$ cat src/source/wh_mem_pkg.sv
package wh_mem_pkg;

  // link and header geometry
  localparam int flit_width   = 32;
  localparam int cord_width   = 8;
  localparam int cid_width    = 4;
  localparam int len_width    = 4;
  localparam int ruche_factor = 2;

  // block and memory geometry
  localparam int block_flits        = 4;
  localparam int num_vcaches        = 4;
  localparam int blocks_per_cache   = 16;
  localparam int mem_blocks         = num_vcaches * blocks_per_cache;
  localparam int block_offset_width = 4;

  typedef logic [flit_width-1:0]               flit_t;
  typedef logic [cord_width-1:0]               cord_t;
  typedef logic [cid_width-1:0]                cid_t;
  typedef logic [len_width-1:0]                len_t;
  typedef logic [block_flits*flit_width-1:0]   block_t;
  typedef logic [$clog2(mem_blocks)-1:0]       block_idx_t;
  typedef logic [$clog2(block_flits)-1:0]      flit_count_t;

  // vcache wormhole header, dest_cord in the low bits
  typedef struct packed {
    logic [6:0] unused;
    logic       write_not_read;
    cord_t      src_cord;
    cid_t       cid;
    len_t       len;
    cord_t      dest_cord;
  } wh_header_t;

  typedef struct packed {
    logic  v;
    logic  ready_and_rev;
    flit_t data;
  } wh_link_t;

  typedef enum logic [2:0] {
    reset_s,
    ready_s,
    recv_addr_s,
    recv_evict_s,
    send_fill_header_s,
    send_fill_data_s
  } mem_state_e;

endpackage

$ cat src/source/flit_serializer.sv
`timescale 1ns/1ps

module flit_serializer (
  input  logic                clk_i,
  input  logic                reset_i,
  input  logic                load_i,
  input  wh_mem_pkg::block_t  block_i,
  input  logic                yumi_i,
  output logic                flit_v_o,
  output wh_mem_pkg::flit_t   flit_o
);
  import wh_mem_pkg::*;

  block_t      block_r;
  flit_count_t pos_r;
  logic        v_r;
  logic        last_flit;

  assign last_flit = (pos_r == flit_count_t'(block_flits - 1));

  always_ff @(posedge clk_i) begin
    if (reset_i) begin
      v_r   <= 1'b0;
      pos_r <= '0;
    end else if (load_i) begin
      v_r   <= 1'b1;
      pos_r <= '0;
    end else if (yumi_i & v_r) begin
      pos_r <= pos_r + 1'b1;
      // drop valid once the fourth flit is taken
      if (last_flit) begin
        v_r <= 1'b0;
      end
    end
  end

  always_ff @(posedge clk_i) begin
    if (load_i) begin
      block_r <= block_i;
    end
  end

  // lowest flit goes out first
  assign flit_o   = block_r[pos_r*flit_width +: flit_width];
  assign flit_v_o = v_r;

endmodule

$ cat config.mk
export PLATFORM = sky130hd
export DESIGN_NAME = flit_serializer
export DESIGN_NICKNAME = d
export VERILOG_FILES = /design/src/source/wh_mem_pkg.sv /design/src/source/flit_serializer.sv
export SDC_FILE = /design/constraint.sdc
export NUM_CORES = 1
export LEC_CHECK = 0
export BUFFER_PORTS_ARGS = -buffer_cell sky130_fd_sc_hd__buf_4
export CAP_MARGIN = 20
export CORE_MARGIN = 10
export CORE_UTILIZATION = 30
export DETAILED_ROUTE_END_ITERATION = 12
export GPL_ROUTABILITY_DRIVEN = 0
export PLACE_DENSITY = 0.52
export SLEW_MARGIN = 20
export SYNTH_ARGS = -nofsm -noshare
export SYNTH_HDL_FRONTEND = slang
export SYNTH_SLANG_ARGS = --single-unit
export TNS_END_PERCENT = 50
$ cat constraint.sdc
create_clock -name clk_i -period 3 [get_ports clk_i]
set_input_delay 0.6 -clock clk_i [delete_from_list [all_inputs] [get_ports clk_i]]
set_output_delay 0.6 -clock clk_i [all_outputs]
set_load 0.005 [all_outputs]
# Word-level counts from Yosys, hierarchy flattened
# Cells that the tools add are included.
classes:
  reduce_logical: 4
  n_bitwise: 1
  n_eq_ne: 1
  shift: 1
  mux: 3
  n_addsub: 1
op_table:
  columns: ["cell", "count"]
  rows:
  - ["128-bit by 8-bit variable part select with 32-bit output", 1]
  - ["2-bit nonzero test", 2]
  - ["1-bit 2-to-1 mux", 3]
  - ["2-bit by 1-bit adder with 2-bit output, second input constant", 1]
  - ["2-bit == test, second input constant", 1]
  - ["2-bit AND reduction", 1]
  - ["2-bit OR reduction", 1]
  - ["1-bit AND", 1]
word_totals:
  output_inout_bits: 33
  wordCells: 14
  regBits: 131
  in_bits: 132

# Depth between registers and ports, before layout
logic_depth:
  word_depth: 4
  ltp_mapped: 4
  depth_no_buf: 3

# Worst setup path after synthesis
# No wires, ideal clock.
synth_path:
  path_type: "register to output"
  from: "register pos_r[0]"
  to: "output port flit_o[24]"
  path_slack_ps: 1274
  n_path_buf: 2
  t_required_ps: 2400
  stages_incl_launch_ff: 4
  t_arrival_ps: 1126
  cell_sequence: "dfxtp_1 > buf_6 > buf_8 > mux4_2"
synth_between:
  elab_chain_len: 1
synth_lines:
  columns: ["element", "line", "rtl"]
  rows:
  - ["start: declaration", "flit_serializer.sv:15", "flit_count_t pos_r;"]
  - ["start signal: assignment", "flit_serializer.sv:29", "pos_r <= pos_r + 1'b1;"]
  - ["128-bit by 8-bit variable part select with 32-bit output", "flit_serializer.sv:44", "assign flit_o = block_r[pos_r*flit_width +: flit_width];"]
  - ["end: declaration", "flit_serializer.sv:10", "output wh_mem_pkg::flit_t flit_o"]
# Every way passes these cells.

# Worst setup path after layout
layout_path:
  from: "register pos_r[0]"
  to: "output port flit_o[1]"
# Same word-level chain as after synthesis.

==> metrics.md <==
| Metric | Value |
|---|---|
| Synth cell types | `17` |
| WL per Instance | `18.5 um` |
| Final setup violation count | `0` |
| CTS tree | `done` |
| Run status | `finished, final reports clean` |
| Nets@finish | `494` |
| Cell row count | `46` |
| Vias | `2,502` |
| Fin. Hold Viols | `0` |
| Mapped Nets | `314` |
| Post-CTS Setup Bufs | `0` |
| Post-CTS Resized | `0` |
| RSZ-0062 raised after global routing | `no` |
| Most frequent cells after synthesis | `edfxtp_1, mux4_2, mux4_1, buf_2, dfxtp_1` |
| CP max stage cell | `mux4_1` |
| Post-Syn Area | `4800 um2` |
| Post-CTS Hold Fix Bufs | `0` |
| Top cells by area, synth | `edfxtp_1, mux4_2, mux4_1` |
| Worst EP arrival | `1.90 ns` |
| Clock Sinks | `131` |
| Final Max Slew Viols | `0` |
| Max stage delay on crit path | `0.63 ns` |
| Pin count of the biggest net entering global routing | `70` |
| Least-Margin Pin Slew | `0.464 ns` |
| Yosys top cell area share | `80.0%` |
| Hold Path Class | `in2reg` |
| PwrDens | `640 nW/um2` |
| Total gr overflow | `0` |
| Layout cells sized above 1 | `62.3%` |
| Largest area contributor in the netlist | `edfxtp_1` |
| Max_cap viols | `0` |
| Inserted Clock Buffers | `17` |
| DRC | `0` |
| Post-synth top flop | `edfxtp_1` |
| EDFF count, synth | `128` |
| Overall die width | `147 um` |
| Root Driver | `clkbuf_16` |
| Proportion of synthesized chip area in sequential cells | `81.3%` |
| Max-Slew Margin vs Limit | `69.1%` |
| Fin crit share | `83.5%` |
| Vert. Die Dim | `147 um` |
| CTS max path bufs | `2` |
| Most frequent CP cell | `buf_4` |
| Startpoint types | `flop` |
| H-Tree Depth | `4` |
| Final Critical Period | `2.50 ns` |
| Worst path cell trace | `buf_4 > mux4_1 > buf_4` |
| Critical Path End Type | `primary output` |
| Most frequent cell after synthesis | `edfxtp_1` |
| Yosys reg bits | `131` |
| Clk_lat worst skew | `0.41 ns` |
| Crit-path max FO | `22` |
| Total inserted antenna cells | `0` |
| Peak supply drop | `0.000402 V` |
| Clk slew on worst S/H paths | `0.06 ns` |
| 1st-iter DRT viols | `156` |
| Static leakage | `0.00255 uW` |
| Synth Instances | `181` |
| Area of the die | `21,500 um2` |
| Async SR Flop Fraction | `0%` |
| Initial Util | `30.5%` |
| DP HPWL | `8.01 mm` |
| Critical path data required time | `2.40 ns` |
| Number of port buffers | `164` |
| Final core utilization | `43.2%` |
| Antenna-violating nets left | `0` |
| Layout area overhead | `42.0%` |
| Setup CP Type | `reg2out` |
| TritonRoute pass-1 iters | `4` |
| IO Count | `165` |
| DR vias/cell | `4.24` |
| Fmax achieved | `0.399 GHz` |
| Worst Skew | `0.00405 ns` |
| GRT Resource Usage Total | `10.6%` |
| First-pass GRT wire length | `17.1 mm` |
| Min Hold Slack | `0.359 ns` |
| Core Region | `15,800 um2` |
| Total wire length | `10.9 mm` |
| Final setup TNS | `0 ns` |
| Syn. warnings | `0` |
| Number of global-route vias before repair | `2,973` |
| Initial antenna violation count | `0` |
| Syn Area/Cell | `26.5 um2` |
## worst max-delay path, delay by kind of cell (launching register included)
kind | cells | cell delay [ns]
buffers and inverters | 2 | 0.54
muxes | 1 | 0.63
DFF | 1 | 0.32
## stage by stage
stage               setup WS (ns)  power [uW]  cells  area (um2)
CTS                         0.424        4430    590        6820
finish                      0.496        4360    590        6820
global placement            0.922        2560    558        6280
floorplan                    1.27        2310    181        4800
detailed placement          0.877        2570    558        6280
global route                0.350        4560    590        6820
## report_power, final
group	switching [uW]	total (uW)	internal [uW]
Combinational	107	323	215
Sequential	32.3	2200	2170
Clock	778	1840	1060
## state kept, by name (all words and copies together) (netlist names)
name      cells
block_r     128
pos_r         2
flit_v_o      1
## kinds of logic (layout without fill, tap and decap cells)
family	after synthesis	count (layout)	synth area share, %
adder cells (fa/ha/maj)	1	1	0.260
flip-flops	131	131	81.3
multiplexers	32	32	15.3
AO/OA/AOI/OAI	6	6	0.990
buffers and inverters	8	201	1.77
AND/OR/NAND/NOR	3	3	0.391
## placed cells by master (no fill, tap or decap), drive strengths merged, types with 2 or more instances in the layout
cell      instances
a21oi             2
clkinvlp          4
a21bo             2
inv               5
clkinv            5
mux4             32
dfxtp             3
clkbuf           18
edfxtp          128
buf             169
## per-layer routing
metal | track usage (%) | part of all wire, %
met1 | 11.1 | 36
met2 | 17.0 | 51
met3 | 6.46 | 10
met4 | 4.40 | 1.8
met5 | 0 | 0
## path summary, 6_finish.rpt
kind,to,from,cells past startpoint,slack [ns]
worst min-delay path,block_r[28]$_DFFE_PP_,block_i[28],1,0.36
worst min register to register,pos_r[1]$_SDFFE_PP0P_,flit_v_o$_SDFFE_PP0P_,2,0.53
worst max register to register,flit_v_o$_SDFFE_PP0P_,pos_r[0]$_SDFFE_PP0P_,4,1.69
worst max-delay path,flit_o[1],pos_r[0]$_SDFFE_PP0P_,3,0.50
## cell type report
type,count,area (um2)
fillers,1422,8950
repair buffers,169,1290
multi-input cells,42,815
clock inverters,14,105
clock buffers,18,429
well taps,216,270
flip-flops and latches,131,3910
(Power assumes the default switching activity.)
