### src/source/wh_mem_pkg.sv
package wh_mem_pkg;

  // link and header geometry
  localparam int flit_width   = 32;
  localparam int cord_width   = 8;
  localparam int cid_width    = 4;
  localparam int len_width    = 4;
  localparam int ruche_factor = 2;

  // block and memory geometry
  localparam int block_flits        = 4;
  localparam int num_vcaches        = 4;
  localparam int blocks_per_cache   = 16;
  localparam int mem_blocks         = num_vcaches * blocks_per_cache;
  localparam int block_offset_width = 4;

  typedef logic [flit_width-1:0]               flit_t;
  typedef logic [cord_width-1:0]               cord_t;
  typedef logic [cid_width-1:0]                cid_t;
  typedef logic [len_width-1:0]                len_t;
  typedef logic [block_flits*flit_width-1:0]   block_t;
  typedef logic [$clog2(mem_blocks)-1:0]       block_idx_t;
  typedef logic [$clog2(block_flits)-1:0]      flit_count_t;

  // vcache wormhole header, dest_cord in the low bits
  typedef struct packed {
    logic [6:0] unused;
    logic       write_not_read;
    cord_t      src_cord;
    cid_t       cid;
    len_t       len;
    cord_t      dest_cord;
  } wh_header_t;

  typedef struct packed {
    logic  v;
    logic  ready_and_rev;
    flit_t data;
  } wh_link_t;

  typedef enum logic [2:0] {
    reset_s,
    ready_s,
    recv_addr_s,
    recv_evict_s,
    send_fill_header_s,
    send_fill_data_s
  } mem_state_e;

endpackage

### src/source/flit_deserializer.sv
`timescale 1ns/1ps

module flit_deserializer (
  input  logic                clk_i,
  input  logic                reset_i,
  input  logic                flit_v_i,
  input  wh_mem_pkg::flit_t   flit_i,
  output logic                block_v_o,
  output wh_mem_pkg::block_t  block_o
);
  import wh_mem_pkg::*;

  // first flit ends up in shift_r[0]
  flit_t [block_flits-2:0] shift_r;
  flit_count_t             count_r;
  logic                    last_flit;

  assign last_flit = (count_r == flit_count_t'(block_flits - 1));

  always_ff @(posedge clk_i) begin
    if (reset_i) begin
      count_r <= '0;
    end else if (flit_v_i) begin
      if (last_flit) begin
        count_r <= '0;
      end else begin
        count_r <= count_r + 1'b1;
      end
    end
  end

  always_ff @(posedge clk_i) begin
    if (flit_v_i) begin
      shift_r <= {flit_i, shift_r[block_flits-2:1]};
    end
  end

  // last flit bypasses the shift register
  assign block_o   = {flit_i, shift_r};
  assign block_v_o = flit_v_i & last_flit;

endmodule

### config.mk
export PLATFORM = sky130hd
export DESIGN_NAME = flit_deserializer
export DESIGN_NICKNAME = d
export VERILOG_FILES = /design/src/source/wh_mem_pkg.sv /design/src/source/flit_deserializer.sv
export SDC_FILE = /design/constraint.sdc
export NUM_CORES = 1
export LEC_CHECK = 0
export BUFFER_PORTS_ARGS = -buffer_cell sky130_fd_sc_hd__buf_2
export CORE_ASPECT_RATIO = 0.5
export CORE_MARGIN = 3
export CORE_UTILIZATION = 38
export CTS_CLUSTER_SIZE = 28
export DETAILED_ROUTE_END_ITERATION = 16
export PLACE_DENSITY = 0.75
export SETUP_SLACK_MARGIN = 0.02
export SLEW_MARGIN = 20
export SYNTH_ARGS = -nofsm -noshare
export SYNTH_HDL_FRONTEND = slang
export SYNTH_SLANG_ARGS = --single-unit
### constraint.sdc
create_clock -name clk_i -period 1.7 [get_ports clk_i]
set_input_delay 0.34 -clock clk_i [delete_from_list [all_inputs] [get_ports clk_i]]
set_output_delay 0.34 -clock clk_i [all_outputs]
set_load 0.01 [all_outputs]
## Word level (Yosys, flattened, before mapping)

Cells that the tools add are included.
W data, S select, Z words.

- Bitwise logic cells: 1
- Mux-type cells: 1
- $add $sub $neg: 1
- Equal/unequal tests: 1

Operator list:

| cell | number |
|---|---|
| $add A2 B1 Y2 const B | 1 |
| $eq A2 B2 Y1 const B | 1 |
| $mux W2 | 1 |
| $and A1 B1 Y1 | 1 |

- Flip-flop bits (word level): 98
- Output and inout bits: 129
- Logic and storage cells: 8
- Bits of input ports: 35

## Longest topological paths before layout

Gate-level depths: netlist of the first run.

- Depth after elaboration: 2
- Depth in mapped cells: 3
- Gate-level depth less buffers: 3

## Least setup slack after synthesis of the first run

Ideal clock, no wire load.

- Path type: reg2reg
- From: register count_r[0]
- To: register count_r[0]
- Required time: 1.630 ns
- Setup time: 0.070 ns
- Arrival time: 0.942 ns
- Cell stages (with the launch flop): 4
- Slack: 0.688 ns
- Clock period less this slack: 1.012 ns
- Path buffers: 0
- Cells stage by stage: dfxtp_1 -> ha_1 -> or3b_1 -> a21oi_1

- Cells in the longest elaborated chain, start to end: 2
- Elaborated cells on any way between the ends: 3
- Classes of those cells: add/sub: 1; eq/ne: 1; mux: 1

RTL lines:

| element | line | RTL |
|---|---|---|
| start: declaration | flit_deserializer.sv:15 | `flit_count_t count_r;` |
| start signal: assignment | flit_deserializer.sv:27 | `count_r <= count_r + 1'b1;` |
| $add A2 B1 Y2 or $eq A2 B2 Y1 (tied branches) | flit_deserializer.sv:27, flit_deserializer.sv:18 |  |
| $mux W2 (*) | flit_deserializer.sv:24 | `if (last_flit) begin` |

Mark *: on every way between the ends. The rest lies on a longest branch, timed or not.
A chain may end at the register's enable or synchronous reset.

## Worst setup path in the final report of the first run

- From: register count_r[0]
- To: output port block_v_o

- Cells in the longest elaborated chain, start to end: 2

RTL lines:

| element | line | RTL |
|---|---|---|
| $eq A2 B2 Y1 | flit_deserializer.sv:18 | `assign last_flit = (count_r == flit_count_t'(block_flits - 1));` |
| $and A1 B1 Y1 | flit_deserializer.sv:40 | `assign block_v_o = flit_v_i & last_flit;` |
| end: declaration | flit_deserializer.sv:8 | `output logic block_v_o,` |

Every way passes these cells.

==> results of run 1 <==
[logic make-up (layout without fill, tap and decap cells)]
logic type / Yosys count / in the layout
AOI/OAI and AO/OA: 1 / 1
adders and majority gates: 1 / 1
buffers and inverters: 32 / 182
DFF: 98 / 98
muxes: 1 / 1
and+or+nand+nor: 4 / 4
[per-layer routing]
layer  vias up  share of wire [%]  global-route usage [%]
met2        53                 59                    23.6
met1       819                 35                    11.5
li1        781                  -                       -
met3         7                4.4                    3.69
met5         -                  0                       0
met4         0                1.2                    4.69
[worst max path at each step]
| stage | slack [ns] | to | startpoint | cells after the start |
|---|---|---|---|---|
| after CTS | 0.21 | block_v_o | count_r[0]$_SDFFE_PP0P_ | 3 |
| final | 0.23 | block_v_o | count_r[0]$_SDFFE_PP0P_ | 3 |
| after global routing | 0.18 | block_v_o | count_r[0]$_SDFFE_PP0P_ | 3 |
| after floorplan | 0.69 | count_r[0]$_SDFFE_PP0P_ | count_r[0]$_SDFFE_PP0P_ | 3 |
| after global placement | 0.50 | block_o[28]$_DFFE_PP_ | flit_v_i | 2 |
| after detailed placement | 0.46 | block_o[14]$_DFFE_PP_ | flit_v_i | 2 |
[layout make-up]
type	instances	area, sq um
clock buffers	11	233
clock inverters	5	32.5
fillers	676	3880
multi-input cells	7	52.6
flip-flops and latches	98	2920
well taps	112	140
repair buffers	166	853
[worst max-delay path, stage by stage (launching register included)]
cell and delay, ns:
dfxtp_1 0.32, ha_1 0.20, and2_1 0.15, buf_2 0.13
[flip-flops by register name, summed over array words and instances (netlist names)]
signal / cells
block_o: 96
count_r: 2
[power by group]
part / internal [W] / leakage [nW] / switching, W
sequential: 0.00285 / 0.956 / 0.0000686
clock: 0.000986 / 0.122 / 0.000775
combinational: 0.000168 / 0.691 / 0.000246
[Yosys cell counts]
cell / number
nor2_1: 1
and2_1: 1
ha_1: 1
mux2i_1: 1
nand2b_1: 1
edfxtp_1: 96
dfxtp_1: 2
or3b_1: 1
a21oi_1: 1
buf_4: 32
[through the flow]
step | cells | utilization [%] | power (W)
6_report | 399 | 52.2 | 0.00509
5_1_grt | 399 | 52.2 | 0.00528
4_1_cts | 399 | 52.2 | 0.00515
3_5_place_dp | 383 | 48.9 | 0.00339
3_3_place_gp | 383 | 48.9 | 0.00337
2_1_floorplan | 137 | - | 0.00314
==> results.yml, run 1 <==
worst_setup_path:
  rr_worst_depth: 3
  arrival_ns: 1.13
  reg2reg_slack_ns: 0.64
  cp_max_fo: 3
  r2r_start: "count_r[0]$_SDFFE_PP0P_"
  worstPathRequired_ns: 1.36
  critPathCaptureType: "primary output"
  reg2reg_to: "count_r[0]$_SDFFE_PP0P_"
  crit_type: "reg -> out"
  cp-start-kind: "register"
floorplanning:
  die_x_um: 136
  die_h_um: 71.0
  rows: 23
  core_sq_um: 8120
  die-area_sq_um: 9670
  initial_core_util_pct: 39.6
  pin_count: 164
logic_synthesis:
  synth-xor-area-share_pct: 0
  synth.area.top_cells: "edfxtp_1 (90%), buf_4 (7.5%), dfxtp_1 (1.2%), ha_1 (0.39%), mux2i_1 (0.31%)"
  synth_cell_types: 10
  yosys_warnings: 0
  yosysTopAreaCell: "edfxtp_1"
  netlist_area_sq_um: 3220
  synth_fa_ha_area_share_pct: 0.389
  yosysTopAreaCellShare_pct: 89.6
  synth-simple-area-share_pct: 0.778
  synth_nets: 173
  synth_seq_cells: 98
  syn_area_per_cell_sq_um: 23.5
  synth_top_family_by_area: "buffers and inverters"
  synthCells: 137
  synth_compound_area_share_pct: 0.156
  yosysSeqAreaShare_pct: 90.9
  yosys-mux-area-fraction_pct: 0.311
worst_hold_path:
  holdPathStages: 2
  worstHoldStart: "reset_i"
  worst_hold_path_type: "in -> reg"
  hold_end: "count_r[0]$_SDFFE_PP0P_"
layout:
  n_antenna_cell: 0
  stdcell_area_sq_um: 4230
  final_cell_mix: "buf_2 (162), edfxtp_1 (96), clkbuf_16 (9)"
  drive_above_1_share_pct: 62.7
  layout.nets: 318
  syn2layout_area_growth_pct: 31.7
  final_common_cell: "buf_2"
grt:
  grt_pass1_vias: 1558
  antenna_found_initial: 0
  grt_first_pass_wirelength_um: 8550
  grtUsageTotal_pct: 11.9
  grt_remaining_overflow: 0
  grt_max_degree: 55
placed_design:
  gp_congestion: 0.714
  dp_hpwl_um: 4560
  post-place-ws_ns: 0.463
  place_area_sq_um: 3970
  port_buffers: 163
timing:
  hold_ws_ns: 0.176
  rsz0062_at_grt: "no"
  relSlewSlack_pct: 81.4
  finalWorstSetupSlack_ns: 0.226
  finalHoldViolCount: 0
  timing.final.crit_share_pct: 86.7
  fin_setup_tns_ns: 0
  min_period_ns: 1.47
  fin_skew_ns: 0.00729
  max_clock_freq_mhz: 678
  setup_violations: 0
  tightest_slew_ns: 0.279
  drv_slew: 0
cts:
  clk_path_buf_depth: 2
  clk_latency_ns: 0.33
  cts-root-buf: "clkbuf_16"
  post-cts-setup-buffers: 0
  clkSinkCount: 98
  htreeDepth: 3
  cts_buffers: 9
  path_clk_slew_ns: 0.06
  cts_tree: "done"
  ctsHoldBuffers: 0
  cts.repair.resized: 0
run:
  drv_cap: 0
status:
  outcome: "complete, no violations"
detailed_routing:
  drt_iter0_markers: 58
  vias: 1660
  avgRoutedWirePerCell_um: 15.1
  wl_um: 6030
  vias_per_cell: 4.16
  drtPass1Iterations: 4
  ant_nets: 0
  drc_errors: 0
power_and_ir_drop:
  p_per_area_nw_per_um2: 1200
  irDropWorstVdd_mv: 0.462
  p_leak_nw: 1.77
Power figures use the tool's default switching activity.
==> inputs of run 2 (changes only) <==
--- a/config.mk
+++ b/config.mk
@@ -12,6 +12,7 @@
 export CTS_CLUSTER_SIZE = 28
 export DETAILED_ROUTE_END_ITERATION = 16
 export PLACE_DENSITY = 0.75
+export RECOVER_POWER = 25
 export SETUP_SLACK_MARGIN = 0.02
 export SLEW_MARGIN = 20
 export SYNTH_ARGS = -nofsm -noshare
==> results.yml, run 2 (synthesized netlist as in run 1, its figures left out) <==
grt:
  grt_first_pass_wirelength_um: 8550
  grt_pass1_vias: 1558
  grt_max_degree: 55
  grtUsageTotal_pct: 11.9
  antenna_found_initial: 0
  grt_remaining_overflow: 0
power_and_ir_drop:
  irDropWorstVdd_mv: 0.467
  p_per_area_nw_per_um2: 1210
  power_frac_clock_pct: 34.6
  p_comb_share_pct: 8.0
  internal-power_w: 0.00400
  sw_frac_of_total_pct: 21.5
  seqPwrFrac_pct: 57.3
  p_leak_nw: 1.72
  switching_power_w: 0.00109
worst_setup_path:
  arrival_ns: 1.14
  worstPathRequired_ns: 1.36
  critPathCaptureType: "primary output"
  crit_type: "reg -> out"
  cp_max_fo: 3
  cp-start-kind: "register"
timing:
  max_clock_freq_mhz: 676
  finalHoldViolCount: 0
  fin_setup_tns_ns: 0
  finalWorstSetupSlack_ns: 0.221
  fin_skew_ns: 0.00661
  rsz0062_at_grt: "no"
  timing.final.crit_share_pct: 87.0
  tightest_slew_ns: 0.274
  setup_violations: 0
  drv_slew: 0
  min_period_ns: 1.48
  relSlewSlack_pct: 81.7
placed_design:
  dp_hpwl_um: 4560
  gp_congestion: 0.714
  port_buffers: 163
  dp_cells: 383
  post-place-ws_ns: 0.463
cts:
  path_clk_slew_ns: 0.06
  cts_buffers: 9
  htreeDepth: 3
  cts.repair.resized: 0
  ctsHoldBuffers: 0
  post-cts-setup-buffers: 0
  cts-root-buf: "clkbuf_16"
  cts_tree: "done"
  clk_latency_ns: 0.33
  clk_path_buf_depth: 2
  clkSinkCount: 98
detailed_routing:
  drt_iter0_markers: 64
  ant_nets: 0
  vias: 1645
  avgRoutedWirePerCell_um: 15.2
  drtPass1Iterations: 4
  wl_um: 6060
  drc_errors: 0
  vias_per_cell: 4.12
layout:
  final_util_pct: 51.9
  stdcell_count: 399
  n_antenna_cell: 0
  final_common_cell: "buf_2"
  fillCellCount: 683
  final_cell_mix: "buf_2 (146), edfxtp_1 (96), clkbuf_1 (18)"
  multi_input_area_sq_um: 52.6
  layout.nets: 318
  syn2layout_area_growth_pct: 31.1
  drive_above_1_share_pct: 57.1
  regArea_sq_um: 2920
  largest_reg_flops: 96
floorplanning:
  die-area_sq_um: 9670
  rows: 23
  pin_count: 164
  die_h_um: 71.0
  die_x_um: 136
  core_sq_um: 8120
  initial_core_util_pct: 39.6
status:
  outcome: "complete, no violations"
worst_hold_path:
  worst_hold_path_type: "in -> reg"
run:
  drv_cap: 0
run 2: cell types whose count changed in the layout (fill, tap and decap cells not counted), sizes merged:
cell / before / now
buf: 166 / 150
clkbuf: 11 / 27
run 2: path summary, 6_finish.rpt:
| kind | slack, ns | cells after the start | from | end |
|---|---|---|---|---|
| setup / recovery | 0.22 | 3 | count_r[0]$_SDFFE_PP0P_ | block_v_o |
| setup reg to reg | 0.63 | 3 | count_r[0]$_SDFFE_PP0P_ | count_r[0]$_SDFFE_PP0P_ |
| hold reg to reg | 0.44 | 0 | block_o[73]$_DFFE_PP_ | block_o[41]$_DFFE_PP_ |
| hold / removal | 0.17 | 2 | reset_i | count_r[0]$_SDFFE_PP0P_ |
run 2: area by class of cell:
cell class	count	area share, %
flip-flops and latches	98	69.4
repair buffers	166	19.8
clock buffers	11	5.52
well taps	112	3.33
multi-input cells	7	1.25
clock inverters	5	0.772
run 2: critical path: stages (launching register included):
cell,delay [ns]
dfxtp_1,0.32
ha_1,0.20
and2_1,0.15
buf_2,0.13
run 2: power by group through the flow:
stage                     clock (W)  combinational, W  sequential, W
after global placement            0          0.000414        0.00296
after global routing        0.00190          0.000439        0.00294
after floorplan                   0         0.0000855        0.00305
after detailed placement          0          0.000422        0.00297
after CTS                   0.00180          0.000423        0.00292
final                       0.00176          0.000408        0.00292
run 2: stage by stage:
step	hold slack, ns	total power (W)	area, sq um
after global routing	0.167	0.00528	4210
after CTS	0.166	0.00515	4230
after global placement	0.429	0.00337	3970
after detailed placement	0.427	0.00339	3970
after floorplan	0.409	0.00314	3220
final	0.173	0.00509	4210
run 2: metal layers:
metal  track usage, %  vias up  part of all wire [%]
li1                 -      777                     -
met1             11.5      807                    35
met2             23.6       54                    59
met3             3.69        7                   4.8
met4             4.69        0                   1.2
met5                0        -                     0
