--- config.mk ---
export PLATFORM = sky130hd
export DESIGN_NAME = wh_mem_ctrl
export DESIGN_NICKNAME = d
export VERILOG_FILES = /design/src/source/wh_mem_pkg.sv /design/src/source/wh_mem_ctrl.sv
export SDC_FILE = /design/constraint.sdc
export NUM_CORES = 1
export LEC_CHECK = 0
export BUFFER_PORTS_ARGS = -buffer_cell sky130_fd_sc_hd__buf_2
export CORE_ASPECT_RATIO = 1.1
export CORE_MARGIN = 3
export CORE_UTILIZATION = 25
export CTS_CLUSTER_SIZE = 25
export DETAILED_ROUTE_END_ITERATION = 12
export GPL_ROUTABILITY_DRIVEN = 0
export SLEW_MARGIN = 20
export SYNTH_ARGS = -nofsm -noshare
export SYNTH_HDL_FRONTEND = slang
export SYNTH_SLANG_ARGS = --single-unit
--- constraint.sdc ---
create_clock -name clk_i -period 1.2 [get_ports clk_i]
set_input_delay 0.24 -clock clk_i [delete_from_list [all_inputs] [get_ports clk_i]]
set_output_delay 0.24 -clock clk_i [all_outputs]
set_load 0.01 [all_outputs]
--- src/source/wh_mem_pkg.sv ---
package wh_mem_pkg;

  // link and header geometry
  localparam int flit_width   = 32;
  localparam int cord_width   = 8;
  localparam int cid_width    = 4;
  localparam int len_width    = 4;
  localparam int ruche_factor = 2;

  // block and memory geometry
  localparam int block_flits        = 4;
  localparam int num_vcaches        = 4;
  localparam int blocks_per_cache   = 16;
  localparam int mem_blocks         = num_vcaches * blocks_per_cache;
  localparam int block_offset_width = 4;

  typedef logic [flit_width-1:0]               flit_t;
  typedef logic [cord_width-1:0]               cord_t;
  typedef logic [cid_width-1:0]                cid_t;
  typedef logic [len_width-1:0]                len_t;
  typedef logic [block_flits*flit_width-1:0]   block_t;
  typedef logic [$clog2(mem_blocks)-1:0]       block_idx_t;
  typedef logic [$clog2(block_flits)-1:0]      flit_count_t;

  // vcache wormhole header, dest_cord in the low bits
  typedef struct packed {
    logic [6:0] unused;
    logic       write_not_read;
    cord_t      src_cord;
    cid_t       cid;
    len_t       len;
    cord_t      dest_cord;
  } wh_header_t;

  typedef struct packed {
    logic  v;
    logic  ready_and_rev;
    flit_t data;
  } wh_link_t;

  typedef enum logic [2:0] {
    reset_s,
    ready_s,
    recv_addr_s,
    recv_evict_s,
    send_fill_header_s,
    send_fill_data_s
  } mem_state_e;

endpackage

--- src/source/wh_mem_ctrl.sv ---
`timescale 1ns/1ps

module wh_mem_ctrl (
  input  logic                    clk_i,
  input  logic                    reset_i,
  input  wh_mem_pkg::wh_link_t    link_i,
  output wh_mem_pkg::wh_link_t    link_o,
  input  wh_mem_pkg::flit_t       ser_flit_i,
  input  logic                    ser_v_i,
  output logic                    ser_yumi_o,
  output logic                    des_flit_v_o,
  output logic                    mem_rd_o,
  output logic                    rd_load_o,
  output wh_mem_pkg::block_idx_t  blk_idx_o
);
  import wh_mem_pkg::*;

  mem_state_e  state_r, state_n;
  flit_count_t count_r;
  logic        count_up;
  logic        last_flit;

  logic        write_not_read_r;
  cord_t       src_cord_r;
  cid_t        cid_r;
  flit_t       addr_r;

  logic        take_header;
  logic        take_addr;
  logic        mem_rd_r;
  logic        rd_load_r;

  wh_header_t  header_in;
  wh_header_t  reply_hdr;

  assign header_in = wh_header_t'(link_i.data);

  // reply goes back to the requester
  always_comb begin
    reply_hdr                = '0;
    reply_hdr.dest_cord      = src_cord_r;
    reply_hdr.cid            = cid_r;
    reply_hdr.len            = len_t'(block_flits);
  end

  assign last_flit = (count_r == flit_count_t'(block_flits - 1));

  always_comb begin
    state_n      = state_r;
    link_o       = '0;
    ser_yumi_o   = 1'b0;
    des_flit_v_o = 1'b0;
    take_header  = 1'b0;
    take_addr    = 1'b0;
    count_up     = 1'b0;
    case (state_r)
      reset_s: begin
        state_n = ready_s;
      end
      ready_s: begin
        link_o.ready_and_rev = 1'b1;
        if (link_i.v) begin
          take_header = 1'b1;
          state_n     = recv_addr_s;
        end
      end
      recv_addr_s: begin
        link_o.ready_and_rev = 1'b1;
        if (link_i.v) begin
          take_addr = 1'b1;
          state_n   = write_not_read_r ? recv_evict_s : send_fill_header_s;
        end
      end
      recv_evict_s: begin
        link_o.ready_and_rev = 1'b1;
        des_flit_v_o         = link_i.v;
        if (link_i.v) begin
          count_up = 1'b1;
          if (last_flit) begin
            state_n = ready_s;
          end
        end
      end
      send_fill_header_s: begin
        link_o.v    = 1'b1;
        link_o.data = flit_t'(reply_hdr);
        if (link_i.ready_and_rev) begin
          state_n = send_fill_data_s;
        end
      end
      send_fill_data_s: begin
        link_o.v    = ser_v_i;
        link_o.data = ser_flit_i;
        ser_yumi_o  = ser_v_i & link_i.ready_and_rev;
        if (ser_yumi_o) begin
          count_up = 1'b1;
          if (last_flit) begin
            state_n = ready_s;
          end
        end
      end
      default: begin
        state_n = ready_s;
      end
    endcase
  end

  always_ff @(posedge clk_i) begin
    if (reset_i) begin
      state_r          <= reset_s;
      count_r          <= '0;
      write_not_read_r <= 1'b0;
      mem_rd_r         <= 1'b0;
      rd_load_r        <= 1'b0;
    end else begin
      state_r   <= state_n;
      // read one cycle after a fill address, load one cycle after that
      mem_rd_r  <= take_addr & ~write_not_read_r;
      rd_load_r <= mem_rd_r;
      if (count_up) begin
        count_r <= count_r + 1'b1;
      end
      if (take_header) begin
        write_not_read_r <= header_in.write_not_read;
      end
    end
  end

  always_ff @(posedge clk_i) begin
    if (take_header) begin
      src_cord_r <= header_in.src_cord;
      cid_r      <= header_in.cid;
    end
    if (take_addr) begin
      addr_r <= link_i.data;
    end
  end

  // north/south half, then cache column, then block within the cache
  assign blk_idx_o = {
    1'(cid_r / cid_t'(ruche_factor)),
    src_cord_r[0],
    addr_r[block_offset_width +: $clog2(blocks_per_cache)]
  };

  assign mem_rd_o  = mem_rd_r;
  assign rd_load_o = rd_load_r;

endmodule

# --- After elaboration in Yosys (flattened, before gate mapping) ---
# Index checks and enable logic that the tools add are counted.
op_classes:
  n_lt_le_gt_ge: 0
  shift: 0
  mux: 18
  n_reduce_logical: 2
  addsub: 1
  multipliers: 0
  n_div: 0
  bitwise: 3
  eq_ne: 11
op_table:
  columns: ["op", "n"]
  rows:
  - ["32-bit one-hot mux with 2 select lines", 1]
  - ["3-bit 2-to-1 mux", 7]
  - ["3-bit one-hot mux with 5 select lines", 1]
  - ["2-bit != test, second input constant", 5]
  - ["1-bit 2-to-1 mux", 7]
  - ["3-bit by 2-bit equality test with 1-bit output, second input constant", 2]
  - ["3-bit equality test, second input constant", 2]
  - ["5-bit AND reduction", 1]
  - ["1-bit one-hot mux with 2 select lines", 2]
  - ["3-bit by 1-bit equality test with 1-bit output, second input constant", 1]
  - ["3-bit OR reduction", 1]
  - ["2-bit by 1-bit adder with 2-bit output, second input constant", 1]
  - ["1-bit bitwise AND", 2]
  - ["2-bit equality test, second input constant", 1]
  - ["1-bit inverter", 1]
totals:
  out_inout_bits: 44
  ramBits: 0
  regBits: 28
  n_memories: 0
  rom_bits: 0
  word_cells: 43
  input_bits: 69
  latch_bits: 0

# --- Logic depth before layout (Yosys ltp) ---
# Gate-level depths: netlist of the first run.
logic_depth:
  ltp_word: 4
  mapped_depth: 4
  ltp_nobuf: 4

# --- Worst setup path after synthesis of the first run ---
# No wires, ideal clock.
synth_timing:
  kind: "flip-flop to output port"
  startpoint: "register state_r[0]"
  endpoint: "output port link_o[0] (netlist name)"
  slack_ns: -0.138
  arrival_time_ns: 1.098
  t_required_ns: 0.960
  path_buffers: 2
  path_stages_with_launch: 5
  cell_sequence: "dfxtp_1 > buf_2 > nor3b_2 > buf_2 > a22o_1"
synth_lines:
  columns: ["item", "line", "source"]
  rows:
  - ["from (decl)", "wh_mem_ctrl.sv:18", "mem_state_e state_r, state_n;"]
  - ["from (signal assigned)", "wh_mem_ctrl.sv:110", "state_r <= reset_s;"]
  - ["from (signal assigned)", "wh_mem_ctrl.sv:116", "state_r <= state_n;"]
  - ["to (decl)", "wh_mem_ctrl.sv:7", "output wh_mem_pkg::wh_link_t link_o,"]

==> results.yml, run 1 <==
run_status:
  run_status: "finished with violations"
  failed_checks: "negative setup slack"
sta:
  peak_clock_frequency_supported_by_timing_ghz: 0.601
  fin_skew_ps: 1.68
  timing_worst_slew_pin_value_ps: 210
  timing.final.hold_violations: 0
  timing_max_transition_violations_final: 0
  final_critical_path_setup_slack_ps: -465
  final.setup.tns_ps: -17730
  min_period_over_period: 1.39
  hold_ws_ps: 141
  final-setup-viol-count: 57
  setup_repair_after_global_routing_missed_its_margin: "true"
  min_period_ps: 1670
  slew_headroom: 0.860
pwr:
  p_int_mw: 1.61
  largest_voltage_drop_on_the_vdd_net_mv: 0.641
  seq_power_share: 0.457
  power_frac_clock: 0.348
  switch_pwr_mw: 0.446
  powerDensity_nw_per_um2: 901
  pleak_nw: 1.14
  combPwrFrac: 0.195
  overall_power_consumption_mw: 2.06
  netSwitchingFraction: 0.217
cts:
  clock_latency_ps: 270
  cts.sinks: 24
  tritoncts: "built"
  clockRootBuffer: "sky130_fd_sc_hd__clkbuf_8"
  htreeDepth: 1
  cts_clock_pin_slew_for_the_worst_setup_and_hold_paths_ps: 90
  tritoncts.num_buffers: 3
  clock_path_buffers: 2
die:
  floorplan.die_area_um2: 5620
  ios: 113
  core_area_um2: 4440
  floorplan.die.width_um: 71.7
  initial_cell_density_of_the_core: 0.268
  floorplan.die.height_um: 78.3
  fp-row-count: 25
worst_setup_path:
  critPathArrivalTime_ps: 1430
  path_delay_family: "buffers and inverters"
  worst-endpoint-required_ps: 960
  crit_path_start_kind: "flip-flop"
  worstSetupEndpointType: "output pin"
  critPathMaxStageDelay_ps: 370
  timing.critical_path.slowest_stage_cell: "sky130_fd_sc_hd__dfxtp_2"
  r2r_slack_ps: -200
  crit_type: "reg2out"
  worst-path-buf-inv: 4
  timing.critical_path.mode_cell: "sky130_fd_sc_hd__buf_6"
  critical_path_peak_fanout: 7
  worstPathCellList: "inv_2 > nor3b_4 > buf_6 > buf_6 > a22o_1 > buf_2"
flow_run:
  max-cap-violations: 0
grt:
  grt_util_all_layers: 0.136
  grt_overflow: 0
  first_global_vias: 1291
  grt_first_pass_wirelength_mm: 6.10
  grt_max_degree: 15
  antenna_violations_before_repair: 0
worst_hold_path:
  min_path_type: "in2reg"
logic_synthesis:
  largest_family_of_logic_cells_by_synthesized_area: "simple AND/OR/NAND/NOR gates"
  postSynthAreaPerCell_um2: 11.1
  synth_sequential_area_ratio: 0.539
  post_synth_fa_ha_maj_area_fraction: 0.0105
  synthesis.instances: 107
  synth_commonest_cells: "sky130_fd_sc_hd__and2_1 (19), sky130_fd_sc_hd__edfxtp_1 (16), sky130_fd_sc_hd__a22o_1 (12), sky130_fd_sc_hd__dfxtp_1 (8), sky130_fd_sc_hd__nor2_1 (8)"
  synthSimpleGateAreaFrac: 0.223
  ys_async_sr_fraction: 0
  dominantRegCellSynth: "sky130_fd_sc_hd__edfxtp_1"
  post_synth_main_area_contributors: "sky130_fd_sc_hd__edfxtp_1 (40%), sky130_fd_sc_hd__dfxtp_1 (13%), sky130_fd_sc_hd__and2_1 (10%)"
  count_of_flip_flops_with_a_built_in_enable_after_synthesis: 16
  synth_xor_area_frac: 0
  synth_mux_area_frac: 0.0263
  syn_area_um2: 1190
  synth.yosys.warnings: 0
  synth_top_area_frac: 0.404
  flip_flop_and_latch_count_after_synthesis: 24
  synth_most_common_cell: "sky130_fd_sc_hd__and2_1"
  net_count_of_the_mapped_netlist: 177
  synth_area_leader_cell: "sky130_fd_sc_hd__edfxtp_1"
  share_of_the_synthesized_area_in_compound_gates_ao_oa_aoi_oai: 0.144
  synth_cell_types: 29
placement:
  preCtsSetupSlack_ps: -187
  post_dp_cell_area_um2: 1860
  numPortBuffers: 97
  placedCellCount: 263
  dpl.hpwl_mm: 2.77
finish:
  antennaDiodeCount: 0
  layout-drive-gt1-share: 0.667
  final_core_utilization: 0.514
  instances_no_fill: 288
  areaGrowthSynthToFinish_pct: 92.0
  area_of_all_placed_cells_without_fillers_um2: 2280
  final_nets: 305
routing:
  detail_route.wl_per_cell_um: 13.7
  detailroute.via_count: 1273
  drt_drc_violations_left: 0
  dr.pass1.iters: 4
  antenna_violating_nets_post_route: 0
  detailed_route_vias_per_instance: 4.42
  first_iter_violations: 26
  drt_wl_total_mm: 3.95
-- state kept, by name (all words and copies together), names as in the netlist --
| name | cells |
|---|---|
| rd_load_o | 1 |
| state_r | 3 |
| count_r | 2 |
| addr_r | 4 |
| cid_r | 4 |
| src_cord_r | 8 |
| mem_rd_o | 1 |
| write_not_read_r | 1 |
-- cells by family (layout without fill, tap and decap cells) --
kind of cell             Yosys count  in the layout
AO/OA/AOI/OAI                     23             23
adder cells (fa/ha/maj)            1              1
buffers and inverters             14            141
flip-flops                        24             24
multiplexers                       3              3
AND/OR/NAND/NOR                   42             42
-- final timing paths --
check,cells after the start,to,startpoint
hold / removal,1,cid_r[0]$_DFFE_PP_,link_i[12]
hold reg to reg,1,rd_load_o$_SDFF_PP0_,mem_rd_o$_SDFF_PP0_
setup reg to reg,5,count_r[0]$_SDFFE_PP0P_,state_r[2]$_SDFFE_PP0P_
setup / recovery,6,link_o[15],state_r[0]$_SDFFE_PP0P_
-- worst register-to-register path, delay by kind of cell (launching register included) --
family / cells / cell delay [ps]
flops: 1 / 370
mux: 1 / 310
buf+inv: 2 / 280
simple gates: 1 / 180
compound gates: 1 / 150
-- power by group through the flow --
stage / clock (mW) / sequential (mW) / combinational (mW)
final: 0.716 / 0.940 / 0.400
after global routing: 0.770 / 0.945 / 0.434
after CTS: 0.738 / 0.939 / 0.368
after detailed placement: 0 / 0.963 / 0.268
after global placement: 0 / 0.962 / 0.265
after floorplan: 0 / 0.956 / 0.121
-- layer usage --
| metal | GRT usage | part of all wire | up-vias |
|---|---|---|---|
| met1 | 0.159 | 0.40 | 586 |
| met3 | 0.0269 | 0.061 | 4 |
| met4 | 0.0320 | 0.0074 | 0 |
| li1 | - | - | 633 |
| met2 | 0.250 | 0.53 | 50 |
| met5 | 0 | 0 | - |
-- what timing repair did --
action | in CTS | in global routing
cloned | 4 | 1
hold buffers | 0 | 0
resized for setup | 29 | 6
setup buffers | 15 | 2
endpoints found under the setup margin | 54 | 58
pin swaps | 10 | 5
-- cells in the final DEF, fill, tap and decap left out, types with 2 or more instances in the layout --
| master | n |
|---|---|
| sky130_fd_sc_hd__clkbuf_8 | 3 |
| sky130_fd_sc_hd__and2_1 | 15 |
| sky130_fd_sc_hd__nor3b_4 | 2 |
| sky130_fd_sc_hd__a21oi_1 | 2 |
| sky130_fd_sc_hd__edfxtp_1 | 16 |
| sky130_fd_sc_hd__buf_2 | 92 |
| sky130_fd_sc_hd__a22o_1 | 12 |
| sky130_fd_sc_hd__mux2i_1 | 2 |
| sky130_fd_sc_hd__dfxtp_1 | 5 |
| sky130_fd_sc_hd__nand2b_1 | 2 |
| sky130_fd_sc_hd__nor2b_1 | 2 |
| sky130_fd_sc_hd__dfxtp_4 | 2 |
| sky130_fd_sc_hd__a21oi_2 | 3 |
| sky130_fd_sc_hd__buf_4 | 15 |
| sky130_fd_sc_hd__buf_12 | 4 |
| sky130_fd_sc_hd__inv_1 | 4 |
| sky130_fd_sc_hd__and2_4 | 4 |
| sky130_fd_sc_hd__buf_6 | 19 |
| sky130_fd_sc_hd__nor2_1 | 6 |
-- cell type report --
cell class                      count  area [um^2]
Inverter                            5         18.8
Tap cell                           54         67.6
Timing Repair Buffer              132          920
Fill cell                         419         2160
Clock buffer                        3         41.3
Sequential cell                    24          649
Clock inverter                      1         30.0
Multi-Input combinational cell     69          556
Note: power is estimated with default switching activity, not from simulation.
==> inputs of run 2 (changes only) <==
--- a/config.mk
+++ b/config.mk
@@ -8,10 +8,11 @@
 export BUFFER_PORTS_ARGS = -buffer_cell sky130_fd_sc_hd__buf_2
 export CORE_ASPECT_RATIO = 1.1
 export CORE_MARGIN = 3
-export CORE_UTILIZATION = 25
+export CORE_UTILIZATION = 33
 export CTS_CLUSTER_SIZE = 25
 export DETAILED_ROUTE_END_ITERATION = 12
 export GPL_ROUTABILITY_DRIVEN = 0
+export PLACE_DENSITY = 0.77
 export SLEW_MARGIN = 20
 export SYNTH_ARGS = -nofsm -noshare
 export SYNTH_HDL_FRONTEND = slang
==> run 2 against run 1 <==
Net effect:
- the flow still finishes with violations (negative setup slack)
- routed wire length hardly changed
- worst hold slack worse by 50 ps
- sequential cell count stayed put
- global-route usage is 2.7 points higher
- setup slack worse by 91 ps
- sequential share of layout area is 0.68 points lower
- clock skew hardly changed
- non-clock buffer count is 6 lower
- largest power group unchanged
==> results.yml, run 2 (same netlist as run 1, synthesis figures left out) <==
finish:
  largest-register: "src_cord_r"
  area_of_all_placed_cells_without_fillers_um2: 2350
  layout_common_cells: "sky130_fd_sc_hd__buf_2 (81), sky130_fd_sc_hd__buf_6 (26), sky130_fd_sc_hd__and2_4 (16), sky130_fd_sc_hd__edfxtp_1 (16), sky130_fd_sc_hd__a22o_1 (12)"
  final_core_utilization: 0.693
  layout.cells.most_common: "sky130_fd_sc_hd__buf_2"
  layout-drive-gt1-share: 0.715
  number_of_flip_flops_in_the_largest_register: 8
  n_fill_cell: 272
  final_nets: 299
  antennaDiodeCount: 0
  areaGrowthSynthToFinish_pct: 97.5
  reg_top3: "src_cord_r: 8 flops, addr_r: 4 flops, cid_r: 4 flops"
cts:
  tritoncts: "built"
  tritoncts.num_buffers: 3
  clockRootBuffer: "sky130_fd_sc_hd__clkbuf_4"
  clock_latency_ps: 310
  clock_path_buffers: 2
  cts_hold_repair.buffers: 0
  cts_clock_pin_slew_for_the_worst_setup_and_hold_paths_ps: 130
  cts.sinks: 24
  htreeDepth: 1
pwr:
  power_frac_clock: 0.305
  combPwrFrac: 0.204
  netSwitchingFraction: 0.222
  seq_power_share: 0.491
  overall_power_consumption_mw: 1.92
  pleak_nw: 1.14
  powerDensity_nw_per_um2: 817
  switch_pwr_mw: 0.425
  p_int_mw: 1.49
  largest_voltage_drop_on_the_vdd_net_mv: 0.485
sta:
  setup_repair_after_global_routing_missed_its_margin: "true"
  min_period_over_period: 1.46
  final-setup-viol-count: 58
  peak_clock_frequency_supported_by_timing_ghz: 0.569
  final_critical_path_setup_slack_ps: -556
  fin_skew_ps: 1.19
  timing_worst_slew_pin_value_ps: 210
  timing_max_transition_violations_final: 0
  slew_headroom: 0.860
  final.setup.tns_ps: -20630
  hold_ws_ps: 90.6
  timing.final.hold_violations: 0
  min_period_ps: 1760
die:
  initial_cell_density_of_the_core: 0.351
  ios: 113
  floorplan.die_area_um2: 4360
  floorplan.die.height_um: 68.9
  core_area_um2: 3390
  fp-row-count: 22
  floorplan.die.width_um: 63.2
placement:
  numPortBuffers: 97
  post_dp_cell_area_um2: 1870
  dpl.hpwl_mm: 2.51
grt:
  grt_util_all_layers: 0.162
  grt_first_pass_wirelength_mm: 5.58
  grt_max_degree: 17
  grt_busiest_layer: "met2"
  global_route.usage.met2: 0.308
  global_routing_met1_resource_utilization: 0.191
  antenna_violations_before_repair: 0
  globalRouteMet3Util: 0.0308
  grt_overflow: 0
  first_global_vias: 1214
routing:
  dr.pass1.iters: 4
  detailed_route_vias_per_instance: 4.57
  drt_drc_violations_left: 0
  drt_wl_total_mm: 3.94
  detail_route.wl_per_cell_um: 14.3
  detailroute.via_count: 1262
  antenna_violating_nets_post_route: 0
  first_iter_violations: 12
run_status:
  failed_checks: "negative setup slack"
  run_status: "finished with violations"
worst_setup_path:
  crit_path_start_kind: "flip-flop"
  crit_type: "reg2out"
  critical_path_peak_fanout: 7
  worst-endpoint-required_ps: 960
  worstSetupEndpointType: "output pin"
  critPathArrivalTime_ps: 1520
flow_run:
  max-cap-violations: 0
worst_hold_path:
  min_path_type: "in2reg"
[run 2: worst paths after layout]
path	end	from	depth (start not counted)	slack [ps]
worst max-delay path	link_o[15]	state_r[0]$_SDFFE_PP0P_	6	-560
worst min-delay path	src_cord_r[0]$_DFFE_PP_	link_i[16]	1	90
worst max register to register	state_r[2]$_SDFFE_PP0P_	state_r[0]$_SDFFE_PP0P_	6	-230
worst min register to register	rd_load_o$_SDFF_PP0_	mem_rd_o$_SDFF_PP0_	1	490
[run 2: final cells by class]
cell class	count	area, um^2	share of cell area
Clock buffer	3	22.5	0.00959
Clock inverter	1	30.0	0.0128
Inverter	5	21.3	0.00906
Multi-Input combinational cell	69	588	0.251
Sequential cell	24	652	0.278
Tap cell	48	60.1	0.0256
Timing Repair Buffer	126	973	0.415
[run 2: per-stage QoR]
stage / setup WS (ps) / std cells
2_1_floorplan: -49.9 / 107
3_3_place_gp: -159 / 257
3_5_place_dp: -170 / 257
4_1_cts: -528 / 274
5_1_grt: -631 / 276
6_report: -556 / 276
[run 2: timing repair]
item | in CTS | in global routing
resized for setup | 21 | 35
gates cloned | 2 | 2
setup buffers | 11 | 2
endpoints found under the setup margin | 49 | 58
pin swaps | 5 | 14
[run 2: power by group through the flow]
| stage | registers (mW) | logic, mW | clock network, mW |
|---|---|---|---|
| after floorplan | 0.956 | 0.121 | 0 |
| after global routing | 0.946 | 0.422 | 0.633 |
| final | 0.941 | 0.391 | 0.584 |
| after global placement | 0.961 | 0.264 | 0 |
| after CTS | 0.940 | 0.358 | 0.605 |
| after detailed placement | 0.962 | 0.270 | 0 |
[run 2: critical path, stage by stage, from the launching register on]
cell	delay, ps
sky130_fd_sc_hd__dfxtp_4	400
sky130_fd_sc_hd__inv_4	40
sky130_fd_sc_hd__nor3b_4	210
sky130_fd_sc_hd__buf_6	160
sky130_fd_sc_hd__clkbuf_16	140
sky130_fd_sc_hd__a22o_1	130
sky130_fd_sc_hd__buf_2	130
[run 2: layer usage]
metal,wire length (um),vias to the layer above
li1,-,627
met1,1460,591
met2,2260,44
met3,225,0
met4,0,0
met5,0,-
